[src/fpu_pkg.sv]
// fpu extension package with opcodes, funct7 codes, flag positions, instruction union, stage structs
`default_nettype none

package fpu_pkg;

  localparam int NREGS = 32; // float register count

  // major opcodes
  localparam logic [6:0] OP_FLW = 7'b0000111;
  localparam logic [6:0] OP_FSW = 7'b0100111;
  localparam logic [6:0] OP_FP  = 7'b1010011;

  // funct7 for the supported OP-FP ops
  localparam logic [6:0] F7_FADD = 7'b0000000;
  localparam logic [6:0] F7_FSUB = 7'b0000100;
  localparam logic [6:0] F7_FMUL = 7'b0001000;

  // bit positions in the 5-bit fflags word, bit 3 (dz) unused
  localparam int FLAG_NV = 4;
  localparam int FLAG_OF = 2;
  localparam int FLAG_UF = 1;
  localparam int FLAG_NX = 0;

  localparam logic [31:0] CANON_NAN = 32'h7fc00000; // quiet, positive

  typedef enum logic [2:0] {
    FPU_NONE,
    FPU_LOAD,
    FPU_STORE,
    FPU_ADD,
    FPU_SUB,
    FPU_MUL
  } fpu_op_e;

  // r-type view, flw shares rd/rs1 positions
  typedef struct packed {
    logic [6:0] funct7;
    logic [4:0] rs2;
    logic [4:0] rs1;
    logic [2:0] rm;     // ignored, always rtz
    logic [4:0] rd;
    logic [6:0] opcode;
  } r_fields_t;

  // s-type view for fsw
  typedef struct packed {
    logic [6:0] imm_hi;
    logic [4:0] rs2;    // data register
    logic [4:0] rs1;    // integer base, host side
    logic [2:0] funct3;
    logic [4:0] imm_lo; // sits where rd would be
    logic [6:0] opcode;
  } s_fields_t;

  typedef union packed {
    r_fields_t r;
    s_fields_t s;
  } fpu_instr_u;

  typedef struct packed {
    logic        valid;
    fpu_op_e     op;
    logic [4:0]  rd;
    logic [31:0] a;         // rs1 value
    logic [31:0] b;         // rs2 value
    logic [31:0] load_data; // word from host for flw
  } dec_ex_t;

  typedef struct packed {
    logic        valid;
    fpu_op_e     op;
    logic [4:0]  rd;
    logic [31:0] value;
    logic [4:0]  flags;
  } ex_res_t;

endpackage

`default_nettype wire

[src/fpu_add_sub.sv]
// truncating single-precision adder/subtractor with ftz, special cases and flags
`timescale 1ns/1ns
`default_nettype none

module fpu_add_sub (
  input  logic [31:0] a,
  input  logic [31:0] b,
  input  logic        sub,
  output logic [31:0] sum,
  output logic [4:0]  flags
);

  logic               sa, sb;
  logic [7:0]         ea, eb;
  logic [23:0]        ma, mb;
  logic               a_inf, b_inf, a_nan, b_nan, a_snan, b_snan;
  logic               a_big;
  logic               s_big, s_small;
  logic [7:0]         e_big, e_small, e_diff;
  logic [23:0]        m_big, m_small;
  logic [71:0]        m_shift;
  logic               sticky;
  logic [49:0]        op_big, op_small, mag;
  logic [5:0]         lz;
  logic [49:0]        norm;
  logic signed [9:0]  exp_n;

  // unpack, subnormals flushed to zero
  assign sa = a[31];
  assign sb = b[31] ^ sub; // subtract as add of negated b
  assign ea = a[30:23];
  assign eb = b[30:23];
  assign ma = (ea == 8'h00) ? 24'd0 : {1'b1, a[22:0]};
  assign mb = (eb == 8'h00) ? 24'd0 : {1'b1, b[22:0]};

  assign a_inf  = (ea == 8'hff) && (a[22:0] == 23'd0);
  assign b_inf  = (eb == 8'hff) && (b[22:0] == 23'd0);
  assign a_nan  = (ea == 8'hff) && (a[22:0] != 23'd0);
  assign b_nan  = (eb == 8'hff) && (b[22:0] != 23'd0);
  assign a_snan = a_nan && !a[22];
  assign b_snan = b_nan && !b[22];

  // order by magnitude so the difference never goes negative
  assign a_big = {ea, ma} >= {eb, mb};
  assign {s_big, e_big, m_big}       = a_big ? {sa, ea, ma} : {sb, eb, mb};
  assign {s_small, e_small, m_small} = a_big ? {sb, eb, mb} : {sa, ea, ma};

  // align small operand, low 24 bits only feed the sticky
  assign e_diff  = e_big - e_small;
  assign m_shift = {m_small, 48'd0} >> e_diff;
  assign sticky  = (e_diff >= 8'd72) ? |m_small : |m_shift[23:0];

  // carry | mantissa | guard zone | sticky
  assign op_big   = {1'b0, m_big, 25'd0};
  assign op_small = {1'b0, m_shift[71:24], sticky};
  assign mag      = (s_big == s_small) ? op_big + op_small : op_big - op_small;

  // leading zero count, highest set bit wins
  always_comb begin
    lz = 6'd0;
    for (int i = 0; i < 50; i++) begin
      if (mag[i]) lz = 6'(49 - i);
    end
  end

  assign norm  = mag << lz;                                    // leading one to bit 49
  assign exp_n = $signed({2'b00, e_big}) + 10'sd1 - $signed({4'b0000, lz});

  always_comb begin
    flags = 5'd0;
    if (a_nan || b_nan) begin
      sum                     = fpu_pkg::CANON_NAN;
      flags[fpu_pkg::FLAG_NV] = a_snan || b_snan; // quiet nan passes silently
    end else if (a_inf && b_inf && (sa != sb)) begin
      sum                     = fpu_pkg::CANON_NAN; // inf - inf
      flags[fpu_pkg::FLAG_NV] = 1'b1;
    end else if (a_inf) begin
      sum = {sa, 8'hff, 23'd0};
    end else if (b_inf) begin
      sum = {sb, 8'hff, 23'd0};
    end else if (mag == 50'd0) begin
      sum = {s_big & s_small, 31'd0}; // exact cancel gives +0
    end else if (exp_n >= 10'sd255) begin
      // rtz clamps to largest finite
      sum                     = {s_big, 8'hfe, {23{1'b1}}};
      flags[fpu_pkg::FLAG_OF] = 1'b1;
      flags[fpu_pkg::FLAG_NX] = 1'b1;
    end else if (exp_n <= 10'sd0) begin
      sum                     = {s_big, 31'd0}; // below normal range, ftz
      flags[fpu_pkg::FLAG_UF] = 1'b1;
      flags[fpu_pkg::FLAG_NX] = 1'b1;
    end else begin
      sum                     = {s_big, exp_n[7:0], norm[48:26]}; // truncate
      flags[fpu_pkg::FLAG_NX] = |norm[25:0];
    end
  end

endmodule

`default_nettype wire

[src/fpu_decode.sv]
// decode stage of the fpu extension
`timescale 1ns/1ns
`default_nettype none

module fpu_decode (
  input  logic                 CLK,
  input  logic                 nRST,
  input  logic                 start,
  input  fpu_pkg::fpu_instr_u  instr,
  input  logic [31:0]          load_data,
  output logic [4:0]           rs1_addr,
  output logic [4:0]           rs2_addr,
  input  logic [31:0]          rs1_data,
  input  logic [31:0]          rs2_data,
  output fpu_pkg::dec_ex_t     dec_ex
);

  fpu_pkg::fpu_op_e dec_op;
  logic             is_store;

  // classify by opcode, then funct7 for op-fp
  always_comb begin
    dec_op = fpu_pkg::FPU_NONE;
    case (instr.r.opcode)
      fpu_pkg::OP_FLW: dec_op = fpu_pkg::FPU_LOAD;
      fpu_pkg::OP_FSW: dec_op = fpu_pkg::FPU_STORE;
      fpu_pkg::OP_FP: begin
        case (instr.r.funct7)
          fpu_pkg::F7_FADD: dec_op = fpu_pkg::FPU_ADD;
          fpu_pkg::F7_FSUB: dec_op = fpu_pkg::FPU_SUB;
          fpu_pkg::F7_FMUL: dec_op = fpu_pkg::FPU_MUL;
          default:          dec_op = fpu_pkg::FPU_NONE; // unsupported op-fp
        endcase
      end
      default: dec_op = fpu_pkg::FPU_NONE;
    endcase
  end

  assign is_store = (dec_op == fpu_pkg::FPU_STORE);

  assign rs1_addr = instr.r.rs1;
  assign rs2_addr = instr.s.rs2; // fsw data reg, same bits as r-type rs2

  // rf read is combinational, operands captured here
  always_ff @(posedge CLK, negedge nRST) begin
    if (!nRST) begin
      dec_ex <= '0;
    end else begin
      dec_ex.valid <= start && (dec_op != fpu_pkg::FPU_NONE);
      dec_ex.op    <= start ? dec_op : fpu_pkg::FPU_NONE;
      if (start) begin
        // store has imm_lo in the rd slot, no destination
        dec_ex.rd        <= is_store ? 5'd0 : instr.r.rd;
        dec_ex.a         <= rs1_data;
        dec_ex.b         <= rs2_data;
        dec_ex.load_data <= load_data;
      end
    end
  end

endmodule

`default_nettype wire

[src/fpu_execute.sv]
// execute stage, operation select and execute-to-result register
`timescale 1ns/1ns
`default_nettype none

module fpu_execute (
  input  logic              CLK,
  input  logic              nRST,
  input  fpu_pkg::dec_ex_t  dec_ex,
  output fpu_pkg::ex_res_t  ex_res
);

  logic [31:0] sum, prod, value;
  logic [4:0]  add_flags, mul_flags, flags;

  fpu_add_sub add_sub_i (
    .a     (dec_ex.a),
    .b     (dec_ex.b),
    .sub   (dec_ex.op == fpu_pkg::FPU_SUB),
    .sum   (sum),
    .flags (add_flags)
  );

  fpu_mul mul_i (
    .a     (dec_ex.a),
    .b     (dec_ex.b),
    .prod  (prod),
    .flags (mul_flags)
  );

  // moves raise no flags
  always_comb begin
    case (dec_ex.op)
      fpu_pkg::FPU_LOAD:  {value, flags} = {dec_ex.load_data, 5'd0};
      fpu_pkg::FPU_STORE: {value, flags} = {dec_ex.b, 5'd0}; // rs2 goes out
      fpu_pkg::FPU_ADD,
      fpu_pkg::FPU_SUB:   {value, flags} = {sum, add_flags};
      fpu_pkg::FPU_MUL:   {value, flags} = {prod, mul_flags};
      default:            {value, flags} = {32'd0, 5'd0};
    endcase
  end

  always_ff @(posedge CLK, negedge nRST) begin
    if (!nRST) begin
      ex_res <= '0;
    end else begin
      ex_res.valid <= dec_ex.valid;
      ex_res.op    <= dec_ex.op;
      ex_res.rd    <= dec_ex.rd;
      ex_res.value <= value;
      ex_res.flags <= flags;
    end
  end

endmodule

`default_nettype wire

[src/fpu_ext_top.sv]
// top level of the fpu extension, stages and register file
`timescale 1ns/1ns
`default_nettype none

module fpu_ext_top (
  input  logic        CLK,
  input  logic        nRST,
  input  logic        start,
  input  logic [31:0] instr,
  input  logic [31:0] load_data,
  output logic        done,
  output logic        wb_en,
  output logic [4:0]  wb_rd,
  output logic [31:0] wb_data,
  output logic        store_valid,
  output logic [31:0] store_data,
  output logic [4:0]  fflags
);

  logic [4:0]       rs1_addr, rs2_addr;
  logic [31:0]      rs1_data, rs2_data;
  fpu_pkg::dec_ex_t dec_ex;
  fpu_pkg::ex_res_t ex_res;

  fpu_decode decode_i (
    .CLK, .nRST, .start,
    .instr     (instr),     // raw word into r/s union
    .load_data (load_data),
    .rs1_addr, .rs2_addr, .rs1_data, .rs2_data,
    .dec_ex
  );

  // write port fed straight from the result stage outputs
  fpu_regfile regfile_i (
    .CLK, .nRST,
    .rs1_addr, .rs2_addr, .rs1_data, .rs2_data,
    .we    (wb_en),
    .waddr (wb_rd),
    .wdata (wb_data)
  );

  fpu_execute execute_i (.CLK, .nRST, .dec_ex, .ex_res);

  fpu_result result_i (
    .CLK, .nRST, .ex_res,
    .done, .wb_en, .store_valid,
    .wb_rd, .wb_data, .store_data,
    .fflags
  );

endmodule

`default_nettype wire

[src/fpu_mul.sv]
// truncating single-precision multiplier with ftz, special cases and flags
`timescale 1ns/1ns
`default_nettype none

module fpu_mul (
  input  logic [31:0] a,
  input  logic [31:0] b,
  output logic [31:0] prod,
  output logic [4:0]  flags
);

  logic               sa, sb, sp;
  logic [7:0]         ea, eb;
  logic [23:0]        ma, mb;
  logic               za, zb;
  logic               a_inf, b_inf, a_nan, b_nan, a_snan, b_snan;
  logic [47:0]        p;
  logic signed [9:0]  exp_p;
  logic [22:0]        frac;
  logic               lost;

  assign sa = a[31];
  assign sb = b[31];
  assign sp = sa ^ sb;
  assign ea = a[30:23];
  assign eb = b[30:23];
  assign za = (ea == 8'h00); // zero or flushed subnormal
  assign zb = (eb == 8'h00);
  assign ma = za ? 24'd0 : {1'b1, a[22:0]};
  assign mb = zb ? 24'd0 : {1'b1, b[22:0]};

  assign a_inf  = (ea == 8'hff) && (a[22:0] == 23'd0);
  assign b_inf  = (eb == 8'hff) && (b[22:0] == 23'd0);
  assign a_nan  = (ea == 8'hff) && (a[22:0] != 23'd0);
  assign b_nan  = (eb == 8'hff) && (b[22:0] != 23'd0);
  assign a_snan = a_nan && !a[22];
  assign b_snan = b_nan && !b[22];

  assign p = ma * mb; // product in [1,4), leading one at 47 or 46

  // rebias, one more if the product reached 2.0
  assign exp_p = $signed({2'b00, ea}) + $signed({2'b00, eb}) - 10'sd127
               + (p[47] ? 10'sd1 : 10'sd0);
  assign frac  = p[47] ? p[46:24] : p[45:23];
  assign lost  = p[47] ? |p[23:0] : |p[22:0]; // bits cut by truncation

  always_comb begin
    flags = 5'd0;
    if (a_nan || b_nan) begin
      prod                    = fpu_pkg::CANON_NAN;
      flags[fpu_pkg::FLAG_NV] = a_snan || b_snan;
    end else if ((a_inf && zb) || (b_inf && za)) begin
      prod                    = fpu_pkg::CANON_NAN; // 0 * inf
      flags[fpu_pkg::FLAG_NV] = 1'b1;
    end else if (a_inf || b_inf) begin
      prod = {sp, 8'hff, 23'd0};
    end else if (za || zb) begin
      prod = {sp, 31'd0}; // signed zero
    end else if (exp_p >= 10'sd255) begin
      prod                    = {sp, 8'hfe, {23{1'b1}}}; // rtz clamp
      flags[fpu_pkg::FLAG_OF] = 1'b1;
      flags[fpu_pkg::FLAG_NX] = 1'b1;
    end else if (exp_p <= 10'sd0) begin
      prod                    = {sp, 31'd0}; // subnormal range flushed
      flags[fpu_pkg::FLAG_UF] = 1'b1;
      flags[fpu_pkg::FLAG_NX] = 1'b1;
    end else begin
      prod                    = {sp, exp_p[7:0], frac};
      flags[fpu_pkg::FLAG_NX] = lost;
    end
  end

endmodule

`default_nettype wire

[src/fpu_regfile.sv]
// float register file, two combinational read ports and one write port
`timescale 1ns/1ns
`default_nettype none

module fpu_regfile (
  input  logic        CLK,
  input  logic        nRST,
  input  logic [4:0]  rs1_addr,
  input  logic [4:0]  rs2_addr,
  output logic [31:0] rs1_data,
  output logic [31:0] rs2_data,
  input  logic        we,
  input  logic [4:0]  waddr,
  input  logic [31:0] wdata
);

  logic [31:0] regs [fpu_pkg::NREGS];

  // f0 is writable, all regs come up as +0
  always_ff @(posedge CLK, negedge nRST) begin
    if (!nRST) begin
      for (int i = 0; i < fpu_pkg::NREGS; i++) begin
        regs[i] <= '0;
      end
    end else if (we) begin
      regs[waddr] <= wdata;
    end
  end

  // no bypass, same-cycle write reads old value
  assign rs1_data = regs[rs1_addr];
  assign rs2_data = regs[rs2_addr];

endmodule

`default_nettype wire

[src/fpu_result.sv]
// result stage, write-back, store output, done pulse and sticky flags
`timescale 1ns/1ns
`default_nettype none

module fpu_result (
  input  logic              CLK,
  input  logic              nRST,
  input  fpu_pkg::ex_res_t  ex_res,
  output logic              done,
  output logic              wb_en,
  output logic              store_valid,
  output logic [4:0]        wb_rd,
  output logic [31:0]       wb_data,
  output logic [31:0]       store_data,
  output logic [4:0]        fflags
);

  logic is_store;

  assign is_store = (ex_res.op == fpu_pkg::FPU_STORE);

  // one-cycle pulses and sticky flag accumulation
  always_ff @(posedge CLK, negedge nRST) begin
    if (!nRST) begin
      done        <= 1'b0;
      wb_en       <= 1'b0;
      store_valid <= 1'b0;
      fflags      <= 5'd0;
    end else begin
      done        <= ex_res.valid;
      wb_en       <= ex_res.valid && !is_store;
      store_valid <= ex_res.valid && is_store;
      if (ex_res.valid) fflags <= fflags | ex_res.flags; // or in, never cleared
    end
  end

  // payload, only meaningful with its strobe
  always_ff @(posedge CLK) begin
    wb_rd      <= ex_res.rd;
    wb_data    <= ex_res.value;
    store_data <= ex_res.value;
  end

endmodule

`default_nettype wire

[config.mk]
export PLATFORM = sky130hd
export DESIGN_NAME = fpu_ext_top
export DESIGN_NICKNAME = d
export VERILOG_FILES = /design/src/fpu_pkg.sv /design/src/fpu_add_sub.sv /design/src/fpu_decode.sv /design/src/fpu_execute.sv /design/src/fpu_ext_top.sv /design/src/fpu_mul.sv /design/src/fpu_regfile.sv /design/src/fpu_result.sv
export SDC_FILE = /design/constraint.sdc
export NUM_CORES = 2
export LEC_CHECK = 0
export CAP_MARGIN = 15
export CORE_MARGIN = 5
export CORE_UTILIZATION = 50
export DETAILED_ROUTE_END_ITERATION = 12
export DONT_BUFFER_PORTS = 1
export GPL_TIMING_DRIVEN = 0
export PLACE_DENSITY = 0.69
export SYNTH_ARGS = -nofsm -noshare
export SYNTH_HDL_FRONTEND = slang
export SYNTH_SLANG_ARGS = --single-unit
[constraint.sdc]
create_clock -name CLK -period 36.8 [get_ports CLK]
set_clock_uncertainty 0.2 [all_clocks]
set_input_delay 1.84 -clock CLK [delete_from_list [all_inputs] [get_ports CLK]]
set_output_delay 1.84 -clock CLK [all_outputs]
set_load 0.01 [all_outputs]
==> impl_metrics.tcl <==
set metrics [dict create \
    synth-compound-area-share_pct 6.67 \
    htreeDepth 3 \
    start_util_pct 50.4 \
    p_leak_nw 46.9 \
    max_cap_violations 0 \
    syn-num-nets 8819 \
    startpoint_type "flip-flop" \
    synth.area.mux_share_pct 31.8 \
    synth-adder-area-share_pct 14.6 \
    seq_area_frac_synth_pct 32.4 \
    overflow 0 \
    antenna_found_initial 25 \
    row_count 158 \
    n_fill_cell 15738 \
    area_growth_pct 8.43 \
    grt_pass1_vias 72605 \
    synth_top_family_by_area "multiplexers" \
    status "complete, no violations" \
    layout_min_cycle_time_ns 21.21 \
    crit_fanout 10 \
    cpMostUsedCell "clkbuf_1" \
    critPathKind "flip-flop to flip-flop" \
    synthSimpleGateAreaFrac_pct 7.95 \
    slew_violations 0 \
    async_reset_ff_share_pct 97.0 \
    end_kind "flip-flop" \
    drt-vias-per-instance 6.61 \
    ctsResizeCount 0 \
    yosysTopAreaCell "dfrtp_1" \
    synth_ff_type "dfrtp_1" \
    worstSkewPairLatency_ns 0.74 \
    cts_root_buffer "clkbuf_16" \
    setup_violations 0 \
    track_usage_pct 34.5 \
    synth_cells 7954 \
    slowest_delay_ns 0.84 \
    yosysMostFrequentCell "dfrtp_1" \
    power_density_nw_per_um2 63.8 \
    p_total_mw 6.47 \
    syn_area_um2 93600 \
    die_x_um 443 \
    wl_per_cell_um 32.0 \
    critPathSlowestCell "xor2_1" \
    cts_tree "built" \
    detail_route.iter0.violations 8585 \
    clkTransAtPathRegs_ns 0.07 \
    firstDrtPassIters 7 \
    syn_area_per_cell_um2 11.8 \
    post_cts_buffers 0 \
    yosysWarnings 0 \
    drtAntennaViolNets 0 \
    worstPathRequired_ns 37.15 \
    finalHoldViolCount 0 \
    synth_top_area_share_pct 31.6 \
    cts_made_buffers 111 \
    clock-sinks 1218 \
    finalSetupTns_ns 0 \
    die_y_um 443 \
    route.detailed.drc 0 \
    die_area_um2 196000 \
    synth-seq-cells 1218 \
    wl_mm 343 \
    dp_hpwl_mm 268 \
    rsz0062_at_grt "false" \
    tightest_slew_ns 1.39 \
    ios 144 \
    synth_xor_area_share_pct 0.924 \
    synth_cell_types 114 \
    synth_edf_count 0 \
    synthTopCellsByArea "dfrtp_1 32%, mux4_2 17%, mux2_2 13%, fa_1 10%, ha_1 4.2%" \
    hold_buffers 0 \
    grt_max_degree 308 \
    port_buffers 0 \
    routabilityCongestion 1.07 \
    num_vias 70838 \
    core_um2 186000 \
    ir_drop_uv 293 \
    clockBufferDepth 3 \
    hp-class "flip-flop to flip-flop" \
    grt_pass1_wl_mm 501 \
    drive_above_1_share_pct 26.3 \
    fmax_ghz 0.0472 \
    utilization_pct 54.6 \
    slew_headroom_pct 7.56 \
    ys_top_cells_by_count "1181 x dfrtp_1, 1090 x mux2_2, 717 x inv_1" \
    worst_ep_arrival_time_ns 21.55 \
    fin_crit_sh_pct 57.6 \
    finalNetCount 8973 \
]
==> registers in the layout, summed over array words and instances, names as in the netlist, 4 cells and up <==
register / cells
decode_i.dec_ex: 105
execute_i.ex_res: 45
regfile_i.regs: 1024
result_i.fflags: 4
result_i.store_data: 32
result_i.wb_rd: 5
==> cells in the final DEF (no fill, tap or decap), drive strengths merged, types with 38 or more instances in the layout <==
cell type | synthesis | final
a211oi | 39 | 39
a21oi | 267 | 267
a221oi | 41 | 41
and2 | 48 | 48
and3 | 185 | 185
buf | 180 | 221
clkbuf | 464 | 614
dfrtp | 1181 | 1181
fa | 485 | 485
ha | 313 | 313
inv | 718 | 722
mux2 | 1091 | 1091
mux2i | 194 | 194
mux4 | 690 | 690
nand2 | 605 | 605
nand3 | 77 | 77
nor2 | 336 | 336
nor3 | 82 | 82
nor4 | 48 | 48
o211ai | 38 | 38
o21ai | 193 | 193
o21bai | 38 | 38
xnor2 | 73 | 73
==> power breakdown <==
group          switching [mW]  internal, mW  leakage, nW
Sequential             0.0247          1.35         16.6
Combinational            2.67          1.16         28.3
Clock                   0.537         0.732         1.96
==> metal layers <==
layer | GRT usage (%) | vias up | routed length (µm)
li1 | - | 28941 | -
met1 | 43.1 | 36667 | 124000
met2 | 53.6 | 4231 | 156000
met3 | 7.52 | 995 | 32700
met4 | 24.7 | 4 | 30000
met5 | 0 | - | 17
==> worst paths after layout <==
check | start | end | slack [ns] | cells past startpoint
min in group asynchronous | nRST | regfile_i.regs[742]$_DFFE_PN0P_ | 0.61 | 0
hold / removal | execute_i.ex_res[30]$_DFF_PN0_ | result_i.store_data[25]$_DFF_P_ | 0.14 | 0
hold reg to reg | execute_i.ex_res[30]$_DFF_PN0_ | result_i.store_data[25]$_DFF_P_ | 0.14 | 0
max in group asynchronous | nRST | regfile_i.regs[397]$_DFFE_PN0P_ | 32.53 | 4
setup reg to reg | decode_i.dec_ex[91]$_DFFE_PN0P_ | execute_i.ex_res[18]$_DFF_PN0_ | 15.59 | 65
setup / recovery | decode_i.dec_ex[91]$_DFFE_PN0P_ | execute_i.ex_res[18]$_DFF_PN0_ | 15.59 | 65
==> kinds of logic (layout without fill, tap and decap cells) <==
| group | count (synthesis) | after routing |
|---|---|---|
| AND/OR/NAND/NOR | 1566 | 1566 |
| flip-flops | 1218 | 1218 |
| multiplexers | 1975 | 1975 |
| buffers and inverters | 1367 | 1614 |
| other | 1 | 35 |
| XOR/XNOR | 97 | 97 |
| adder cells (fa/ha/maj) | 798 | 798 |
| AO/OA/AOI/OAI | 932 | 932 |
==> worst max-delay path: cells and delay by family, from the launching register on <==
family,cells,cell delay [ns]
buffers and inverters,19,7.53
AO/OA/AOI/OAI,19,6.03
AND/OR/NAND/NOR,19,3.88
adder cells (fa/ha/maj),5,1.50
XOR/XNOR,2,1.04
flip-flops,1,0.43
multiplexers,1,0.28
==> through the flow <==
step / cells / hold slack (ns) / setup WS (ns) / cell area, µm²
6_report: 10715 / 0.136 / 15.59 / 101000
5_1_grt: 10704 / 0.154 / 14.79 / 101000
4_1_cts: 10668 / 0.140 / 16.28 / 101000
3_5_place_dp: 10462 / 0.127 / 16.38 / 97200
3_3_place_gp: 10434 / 0.128 / 16.16 / 96700
2_1_floorplan: 7954 / 0.124 / 22.53 / 93600
==> final cells by class <==
type | count | area (µm²) | share of cell area, %
Multi-Input combinational cell | 5369 | 58000 | 57.1
Buffer | 644 | 2630 | 2.59
Inverter | 723 | 2710 | 2.67
Sequential cell | 1218 | 30300 | 29.9
Clock buffer | 150 | 3220 | 3.17
Tap cell | 2480 | 3100 | 3.06
Timing Repair Buffer | 41 | 708 | 0.698
Clock inverter | 56 | 761 | 0.750
Antenna cell | 34 | 85.1 | 0.0838
Power figures use the tool's default switching activity.
